### src/common/ma_defs.svh
`ifndef MA_DEFS_SVH
`define MA_DEFS_SVH

//////////////////////////////////////////////////////////////////////
// datapath widths
//////////////////////////////////////////////////////////////////////
`define WIDTH               32                  // data and address width
`define DMEM_AW             6                   // word index into data memory
`define DMEM_DEPTH          (1 << `DMEM_AW)     // 64 words

//////////////////////////////////////////////////////////////////////
// vectored interrupt controller config bank
//////////////////////////////////////////////////////////////////////
`define CONFREG_WIDTH       4                   // bits kept per vic register
`define CONFREGADDR_WIDTH   5                   // vic register index
`define CONFREG_COUNT       (1 << `CONFREGADDR_WIDTH)

// address bits 31..28 equal to this pick the vic bank
`define VIC_REGION          4'hF

`endif

### src/common/ma_pkg.sv
`include "ma_defs.svh"

package ma_pkg;

    // memory access request coming down from ex/mem
    typedef enum logic [1:0] {
        MA_NONE  = 2'b00,   // alu only
        MA_LOAD  = 2'b01,
        MA_STORE = 2'b10
    } ma_op_t;

    // write back control, rides along to the wb stage
    typedef struct packed {
        logic reg_write;    // regfile gets written
        logic mem_to_reg;   // load data instead of alu result
        logic valid;        // slot holds an instruction
    } wb_ctrl_t;

    //////////////////////////////////////////////////////////////////////
    // ma/wb pipeline register payload
    //////////////////////////////////////////////////////////////////////
    typedef struct packed {
        logic [4:0]        rdst;       // destination register
        logic [`WIDTH-1:0] pc;
        logic [`WIDTH-1:0] mem_data;   // load result, dmem or vic
        logic [`WIDTH-1:0] alu_rslt;
        wb_ctrl_t          wb;
    } mawb_t;

endpackage

### src/common/ma_req_if.sv
`include "ma_defs.svh"

// one access per cycle from the access control into a storage block
interface ma_req_if;

    logic                strobe;    // access presented this cycle
    logic                we;        // write on strobe
    logic [`DMEM_AW-1:0] index;     // word index, vic uses low bits only
    logic [`WIDTH-1:0]   wdata;     // store data

    // access control side
    modport master (
        output strobe,
        output we,
        output index,
        output wdata
    );

    // storage side
    modport slave (
        input strobe,
        input we,
        input index,
        input wdata
    );

endinterface

### src/design/ma_access_ctrl.sv
`include "ma_defs.svh"

module ma_access_ctrl (
    input  logic              clk,
    input  logic              i_rst,
    input  ma_pkg::ma_op_t    i_ma_op,        // none / load / store
    input  logic [`WIDTH-1:0] i_ma_alu_rslt,  // effective address
    input  logic [`WIDTH-1:0] i_ma_rs2_val,   // store data from regfile
    input  logic [`WIDTH-1:0] i_ma_mux_wb,    // store data forwarded from wb
    input  logic              i_op1_mem_s,    // forwarding select
    input  logic              i_ma_stall,
    ma_req_if.master          dmem_req,
    ma_req_if.master          vic_req,
    output logic              o_sel_vic       // load data comes from vic bank
);

    import ma_pkg::*;

    logic              is_vic;      // address falls in vic region
    logic              access;      // load or store while not stalled
    logic              is_store;
    logic [`WIDTH-1:0] st_data;     // store data after forwarding

    //////////////////////////////////////////////////////////////////////
    // decode
    //////////////////////////////////////////////////////////////////////
    assign is_vic   = (i_ma_alu_rslt[`WIDTH-1:`WIDTH-4] == `VIC_REGION);
    assign is_store = (i_ma_op == MA_STORE);
    // no strobe while stalled so a store lands only once
    assign access   = ((i_ma_op == MA_LOAD) || is_store) && !i_ma_stall;

    assign st_data  = i_op1_mem_s ? i_ma_mux_wb : i_ma_rs2_val;

    //////////////////////////////////////////////////////////////////////
    // request outputs
    //////////////////////////////////////////////////////////////////////
    assign dmem_req.strobe = access && !is_vic;
    assign dmem_req.we     = is_store;
    assign dmem_req.index  = i_ma_alu_rslt[`DMEM_AW+1:2];  // upper bits dropped so it wraps
    assign dmem_req.wdata  = st_data;

    assign vic_req.strobe  = access && is_vic;
    assign vic_req.we      = is_store;
    assign vic_req.index   = {{(`DMEM_AW-`CONFREGADDR_WIDTH){1'b0}},
                              i_ma_alu_rslt[`CONFREGADDR_WIDTH+1:2]};
    assign vic_req.wdata   = st_data;  // bank keeps low bits

    assign o_sel_vic = is_vic;

    // op code 2'b11 is unused and an x on op or stall leaves the strobes unknown
    a_op_legal : assert property (@(posedge clk) disable iff (i_rst)
        !$isunknown({i_ma_op, i_ma_stall}) &&
        (i_ma_op inside {MA_NONE, MA_LOAD, MA_STORE}));

endmodule

### src/design/ma_dmem.sv
`include "ma_defs.svh"

module ma_dmem (
    input  logic              clk,
    ma_req_if.slave           req,
    output logic [`WIDTH-1:0] o_rdata    // combinational read at index
);

    // local word array, no reset on contents
    logic [`WIDTH-1:0] mem [`DMEM_DEPTH];

    //////////////////////////////////////////////////////////////////////
    // write port
    //////////////////////////////////////////////////////////////////////
    always_ff @(posedge clk) begin
        if (req.strobe && req.we) begin
            mem[req.index] <= req.wdata;   // lands at end of access cycle
        end
    end

    //////////////////////////////////////////////////////////////////////
    // read port
    //////////////////////////////////////////////////////////////////////
    // same cycle as the strobe, no miss path
    assign o_rdata = mem[req.index];

    // x on store data means the forwarding path is broken upstream
    a_wdata_known : assert property (@(posedge clk)
        (req.strobe && req.we) |-> !$isunknown(req.wdata));

endmodule

### src/design/ma_vic_regs.sv
`include "ma_defs.svh"

module ma_vic_regs (
    input  logic              clk,
    input  logic              i_rst,
    ma_req_if.slave           req,
    output logic [`WIDTH-1:0] o_rdata    // zero extended register value
);

    logic [`CONFREG_WIDTH-1:0]     regs [`CONFREG_COUNT];
    logic [`CONFREGADDR_WIDTH-1:0] idx;   // low bits of shared index

    assign idx = req.index[`CONFREGADDR_WIDTH-1:0];

    //////////////////////////////////////////////////////////////////////
    // config registers
    //////////////////////////////////////////////////////////////////////
    always_ff @(posedge clk) begin
        if (i_rst) begin
            for (int i = 0; i < `CONFREG_COUNT; i++) begin
                regs[i] <= '0;   // priorities and enables start cleared
            end
        end else if (req.strobe && req.we) begin
            regs[idx] <= req.wdata[`CONFREG_WIDTH-1:0];  // narrow port
        end
    end

    // read back, upper bits zero
    assign o_rdata = {{(`WIDTH-`CONFREG_WIDTH){1'b0}}, regs[idx]};

    // access control must never hand over an index past the bank
    a_idx_range : assert property (@(posedge clk) disable iff (i_rst)
        req.strobe |-> (req.index < `CONFREG_COUNT));

endmodule

### src/design/ma_wb_reg.sv
`include "ma_defs.svh"

module ma_wb_reg (
    input  logic              clk,
    input  logic              i_rst,
    input  logic              i_flush,        // hazard unit kills the slot
    input  logic              i_stall,        // hazard unit holds the slot
    input  logic              i_sel_vic,      // access went to vic bank
    input  logic [`WIDTH-1:0] i_dmem_rdata,
    input  logic [`WIDTH-1:0] i_vic_rdata,
    input  logic [4:0]        i_rdst,
    input  logic [`WIDTH-1:0] i_pc,
    input  logic [`WIDTH-1:0] i_alu_rslt,
    input  ma_pkg::wb_ctrl_t  i_wb,
    output ma_pkg::mawb_t     o_mawb
);

    import ma_pkg::*;

    logic [`WIDTH-1:0] mem_data;   // combined load result
    mawb_t             nxt;

    //////////////////////////////////////////////////////////////////////
    // load source and payload
    //////////////////////////////////////////////////////////////////////
    assign mem_data = i_sel_vic ? i_vic_rdata : i_dmem_rdata;

    always_comb begin
        nxt.rdst     = i_rdst;
        nxt.pc       = i_pc;
        nxt.mem_data = mem_data;
        nxt.alu_rslt = i_alu_rslt;
        nxt.wb       = i_wb;
    end

    //////////////////////////////////////////////////////////////////////
    // ma/wb register
    //////////////////////////////////////////////////////////////////////
    always_ff @(posedge clk) begin
        if (i_rst) begin
            o_mawb <= '0;
        end else if (i_flush) begin
            o_mawb <= '0;       // bubble with valid and reg_write low
        end else if (!i_stall) begin
            o_mawb <= nxt;
        end                     // stall keeps previous slot
    end

    // an x on flush or stall would silently keep or drop the slot
    a_hazard_known : assert property (@(posedge clk) disable iff (i_rst)
        !$isunknown({i_flush, i_stall}));

endmodule

### src/design/stage_ma.sv
`include "ma_defs.svh"

module stage_ma (
    input  logic              clk,
    input  logic              i_rst,
    input  ma_pkg::wb_ctrl_t  i_ma_wb,         // write back control
    input  ma_pkg::ma_op_t    i_ma_op,         // memory access control
    input  logic [`WIDTH-1:0] i_ma_alu_rslt,   // alu result, also address
    input  logic [`WIDTH-1:0] i_ma_rs2_val,    // source reg 2 value
    input  logic [`WIDTH-1:0] i_ma_pc,
    input  logic [4:0]        i_ma_rdst,       // destination reg
    input  logic [`WIDTH-1:0] i_ma_mux_wb,     // forwarded wb result
    input  logic              i_op1_mem_s,     // forwarding unit select
    input  logic              i_ma_flush,
    input  logic              i_ma_stall,

    output logic [4:0]        o_ma_rdst,
    output logic [`WIDTH-1:0] o_ma_pc,
    output logic [`WIDTH-1:0] o_ma_mem_out,    // load result
    output logic [`WIDTH-1:0] o_ma_alu_rslt,
    output ma_pkg::wb_ctrl_t  o_ma_wb
);

    import ma_pkg::*;

    logic [`WIDTH-1:0] dmem_rdata;
    logic [`WIDTH-1:0] vic_rdata;
    logic              sel_vic;    // current access targets vic
    mawb_t             mawb;

    ma_req_if dmem_req ();
    ma_req_if vic_req ();

    //////////////////////////////////////////////////////////////////////
    // access routing
    //////////////////////////////////////////////////////////////////////
    ma_access_ctrl access_ctrl_i (
        .clk           (clk),
        .i_rst         (i_rst),
        .i_ma_op       (i_ma_op),
        .i_ma_alu_rslt (i_ma_alu_rslt),
        .i_ma_rs2_val  (i_ma_rs2_val),
        .i_ma_mux_wb   (i_ma_mux_wb),
        .i_op1_mem_s   (i_op1_mem_s),
        .i_ma_stall    (i_ma_stall),
        .dmem_req      (dmem_req.master),
        .vic_req       (vic_req.master),
        .o_sel_vic     (sel_vic)
    );

    // storage side by side
    ma_dmem dmem_i (
        .clk     (clk),
        .req     (dmem_req.slave),
        .o_rdata (dmem_rdata)
    );

    ma_vic_regs vic_regs_i (
        .clk     (clk),
        .i_rst   (i_rst),
        .req     (vic_req.slave),
        .o_rdata (vic_rdata)
    );

    //////////////////////////////////////////////////////////////////////
    // ma/wb register
    //////////////////////////////////////////////////////////////////////
    ma_wb_reg wb_reg_i (
        .clk          (clk),
        .i_rst        (i_rst),
        .i_flush      (i_ma_flush),
        .i_stall      (i_ma_stall),
        .i_sel_vic    (sel_vic),
        .i_dmem_rdata (dmem_rdata),
        .i_vic_rdata  (vic_rdata),
        .i_rdst       (i_ma_rdst),
        .i_pc         (i_ma_pc),
        .i_alu_rslt   (i_ma_alu_rslt),
        .i_wb         (i_ma_wb),
        .o_mawb       (mawb)
    );

    // unpack payload onto stage outputs
    assign o_ma_rdst     = mawb.rdst;
    assign o_ma_pc       = mawb.pc;
    assign o_ma_mem_out  = mawb.mem_data;
    assign o_ma_alu_rslt = mawb.alu_rslt;
    assign o_ma_wb       = mawb.wb;

endmodule

### config.mk
export PLATFORM = sky130hd
export DESIGN_NAME = stage_ma
export DESIGN_NICKNAME = d
export VERILOG_FILES = /design/src/common/ma_pkg.sv /design/src/common/ma_req_if.sv /design/src/design/ma_access_ctrl.sv /design/src/design/ma_dmem.sv /design/src/design/ma_vic_regs.sv /design/src/design/ma_wb_reg.sv /design/src/design/stage_ma.sv
export VERILOG_INCLUDE_DIRS = /design/src /design/src/common
export SDC_FILE = /design/constraint.sdc
export NUM_CORES = 2
export LEC_CHECK = 0
export ABC_AREA = 0
export BUFFER_PORTS_ARGS = -buffer_cell sky130_fd_sc_hd__buf_2
export CAP_MARGIN = 20
export CORE_ASPECT_RATIO = 1.2
export CORE_MARGIN = 5
export CORE_UTILIZATION = 50
export DETAILED_ROUTE_END_ITERATION = 12
export PLACE_DENSITY = 0.76
export REMOVE_ABC_BUFFERS = 1
export SYNTH_ARGS = -nofsm -noshare
export SYNTH_HDL_FRONTEND = slang
export SYNTH_SLANG_ARGS = --single-unit
### constraint.sdc
create_clock -name clk -period 3.7 [get_ports clk]
set_clock_uncertainty 0.2 [all_clocks]
set_input_delay 0.37 -clock clk [delete_from_list [all_inputs] [get_ports clk]]
set_output_delay 0.37 -clock clk [all_outputs]
set_load 0.01 [all_outputs]
==> results by group <==
Global routing
  – Initial antenna violation count: 7
  – All-layer global routing usage: 0.261
  – Number of global-route vias before repair: 49055
  – First-pass GRT wire length: 350 mm
  – Gr ovfl total: 0
  – Largest net degree at the start of global routing: 74

Yosys
  – FF+latch count, synth: 2280
  – Yosys warns: 0
  – Post-synth EDFFs: 2176
  – Sequential fraction of the synthesis area: 0.763
  – Ys flop type: edfxtp_1
  – Post-Synthesis Cell Area: 88400 um^2
  – Synth Area per Inst: 19.9 um^2
  – Cells after synthesis: 4440
  – Synth cell types: 55
  – Ys async rst share: 0

Cells and area
  – Ratio of cells with drive above 1 in the final layout: 0.281
  – Fin nets: 5175
  – Final instance area: 103000 um^2
  – Layout fillers: 12149
  – Synthesis-to-layout area growth: 16.5%

Routing
  – DR DRC count: 0
  – Initial drt markers: 7075
  – Wire per inst: 32.5 um
  – Final wirelength: 244 mm
  – Vias per cell: 6.46
  – Antenna-violating nets left: 0
  – Vias: 48531
  – Pre-Repair DR Iteration Count: 8

Place
  – Input/output buffers: 246
  – Gpl congestion: 0.891
  – Place WS: 210 ps
  – Post-DP HPWL: 145 mm
  – Placed cell areas: 95600 um^2

STA
  – Worst Tran Pin Value: 1100 ps
  – RSZ-0062 raised after global routing: no
  – Final period utilization: 0.760
  – Maximum clock rate: 356 MHz
  – Min Tclk post-route: 2810 ps
  – Final hold vios: 1
  – Post-route worst setup slack: 890 ps
  – Pins Over Slew Limit: 0
  – Final setup violation count: 0
  – Max-slew headroom: 0.262
  – Fin Hold WS: -2.00 ps

Critical path
  – Critical path class: primary input to flip-flop
  – Reg2Reg Depth: 6
  – Required @ worst endpoint: 4220 ps
  – Critical Path AT: 3330 ps
  – CP startpoint kind: primary input
  – R2R Path Start: dmem_i.mem[11][11]$_DFFE_PP_
  – Critical R2R Capture: wb_reg_i.o_mawb[46]$_SDFFE_PP0N_
  – Critical-path maximum fanout: 38
  – Element type at the critical path end: flip-flop
  – Register-to-register setup slack: 1020 ps

Clocking
  – Worst skew pair latency: 840 ps
  – Clock slew seen by the registers of the worst setup and hold paths: 70 ps
  – Num CTS Buffers: 198
  – Post-CTS resize count: 0
  – CTS tree: done
  – Longest Clk Path Bufs: 3
  – Max H-tree Level: 4
  – Clk root buf: clkbuf_16
  – Sink Count: 2280

Run status
  – Status: finished, violations left
  – Failing checks: negative hold slack

Die
  – Initial Util: 0.501
  – Die height: 471 um
  – Std cell rows: 169
  – Core Region: 176000 um^2
  – Ports: 247
  – Die area: 185000 um^2
  – Die Width: 394 um

Job
  – Max-cap viol count: 0

Worst hold path
  – Endpoint, Worst Hold: dmem_i.mem[60][20]$_DFFE_PP_
  – Hold WC Path Type: primary input to flip-flop
  – Hold_sp: i_ma_mux_wb[20]
  – Hold depth: 3

Pwr
  – Standby leakage power: 34.0 nW
  – PD cells: 509 nW/um^2
  – Maximum vdd ir drop: 0.000501 V
## flip-flops by register name, summed over array words and instances, names as in the netlist
register	flops
dmem_i.mem	2048
vic_regs_i.regs	128
wb_reg_i.o_mawb	104
## final cells by class
class | instances | area [um^2] | area share
flip-flops and latches | 2280 | 67400 | 0.654
clock buffers | 277 | 5500 | 0.0534
diodes | 8 | 20.0 | 0.000194
clock inverters | 94 | 938 | 0.00911
well taps | 2308 | 2890 | 0.0280
multi-input cells | 1873 | 20200 | 0.196
repair buffers | 669 | 6010 | 0.0584
inverters | 9 | 41.3 | 0.000401
## metal layers
metal	track usage	vias to the layer above	share of wire
li1	-	19307	-
met4	0.113	2	0.048
met1	0.330	24826	0.34
met3	0.0648	658	0.12
met2	0.433	3738	0.49
met5	0	-	0.000053
## through the flow
| stage | hold WS (ps) | power (mW) | util | instances | TNS, ps |
|---|---|---|---|---|---|
| final | -2.00 | 52.5 | 0.584 | 7518 | 0 |
| after global routing | 12.7 | 53.9 | 0.584 | 7511 | 0 |
| after CTS | 5.89 | 52.5 | 0.583 | 7491 | 0 |
| after detailed placement | 280 | 32.3 | 0.542 | 7046 | 0 |
| after global placement | 269 | 32.2 | 0.542 | 7045 | 0 |
| after floorplan | 272 | 30.6 | - | 4162 | -699640 |
## power breakdown
part	switching, mW	total (mW)	leakage [nW]	internal [mW]
sequential	0.0731	28.6	20.5	28.6
clock	9.23	20.6	3.16	11.3
combinational	2.07	3.26	10.4	1.19
total	11.4	52.5	34.0	41.1
## Yosys cell counts, drive strengths merged, types with 2 or more instances
cell / instances / area share
a221oi: 8 / 0.00079
nand3: 96 / 0.0054
nand4: 5 / 0.00035
nand2: 114 / 0.0048
o31ai: 3 / 0.00025
nor2b: 9 / 0.00064
a222oi: 5 / 0.00057
edfxtp: 2176 / 0.74
or3: 4 / 0.00028
a311oi: 6 / 0.00059
a22oi: 79 / 0.0067
a21oi: 86 / 0.0049
nor2: 312 / 0.013
o221ai: 15 / 0.0015
dfxtp: 104 / 0.024
nand2b: 45 / 0.0032
o21ai: 68 / 0.0038
a31oi: 17 / 0.0012
o22ai: 40 / 0.0028
a32o: 9 / 0.0010
o211ai: 14 / 0.0012
inv: 9 / 0.00038
nor3: 19 / 0.0011
mux4: 450 / 0.11
mux2: 45 / 0.0057
a22o: 10 / 0.00099
or2: 3 / 0.00021
nor4: 4 / 0.00028
and2: 4 / 0.00028
o32ai: 5 / 0.00050
o221a: 2 / 0.00025
mux2i: 363 / 0.041
o2111ai: 3 / 0.00030
o22a: 7 / 0.00069
buf: 162 / 0.010
clkbuf: 116 / 0.0049
a211oi: 12 / 0.0010
and3: 2 / 0.00014
## cell usage in the layout, fill, tap and decap left out, types with 6 or more instances in the layout
cell type and n:
nor3_1 19, dlygate4sd3_1 84, o21ai_1 8, nor2_1 243, nor2_4 67, inv_1 7, a21oi_1 86, a22o_1 10
buf_12 109, nand2_1 112, mux4_2 450, a31oi_1 17, clkbuf_16 201, a22oi_1 79, clkinv_2 39, mux2_2 45
a211oi_1 12, dfxtp_1 104, buf_4 232, clkbuf_8 18, o22ai_1 40, edfxtp_1 2176, o211ai_1 14, o221ai_1 15
diode_2 8, mux2i_1 359, a32o_1 9, clkinv_1 23, nand2b_1 43, buf_2 241, bufinv_16 13, a221oi_1 8
nand3_1 96, o22a_1 7, a311oi_1 6, clkbuf_1 56, o21ai_0 60
## kinds of logic after synthesis
group,Yosys count,synth area share
and+or+nand+nor,620,0.0304
DFF,2280,0.763
AOI/OAI and AO/OA,394,0.0296
adders and majority gates,1,0.000142
buffers and inverters,287,0.0157
muxes,858,0.161
## critical path: stages
cell and delay [ps]:
buf_8 450, buf_12 290, mux2_2 370, a222oi_1 350
o21ai_0 130, a221oi_1 590, nand2_1 330, a32o_1 320
## timing repair
action / CTS / global route
hold endpoints to repair: 83 / 43
buffers inserted: 0 / 0
hold buffers: 74 / 10
## worst max path at each step
stage                     depth (start not counted)                                to  slack, ps        startpoint
after floorplan                                   4       dmem_i.mem[19][0]$_DFFE_PP_      -1130  i_ma_alu_rslt[4]
after global placement                            8  wb_reg_i.o_mawb[46]$_SDFFE_PP0N_        270  i_ma_alu_rslt[3]
after detailed placement                          8  wb_reg_i.o_mawb[46]$_SDFFE_PP0N_        210  i_ma_alu_rslt[3]
after CTS                                         8  wb_reg_i.o_mawb[46]$_SDFFE_PP0N_       1000  i_ma_alu_rslt[3]
after global routing                              9  wb_reg_i.o_mawb[39]$_SDFFE_PP0N_        910  i_ma_alu_rslt[3]
final                                             8  wb_reg_i.o_mawb[46]$_SDFFE_PP0N_        890  i_ma_alu_rslt[3]
(Power assumes the default switching activity.)
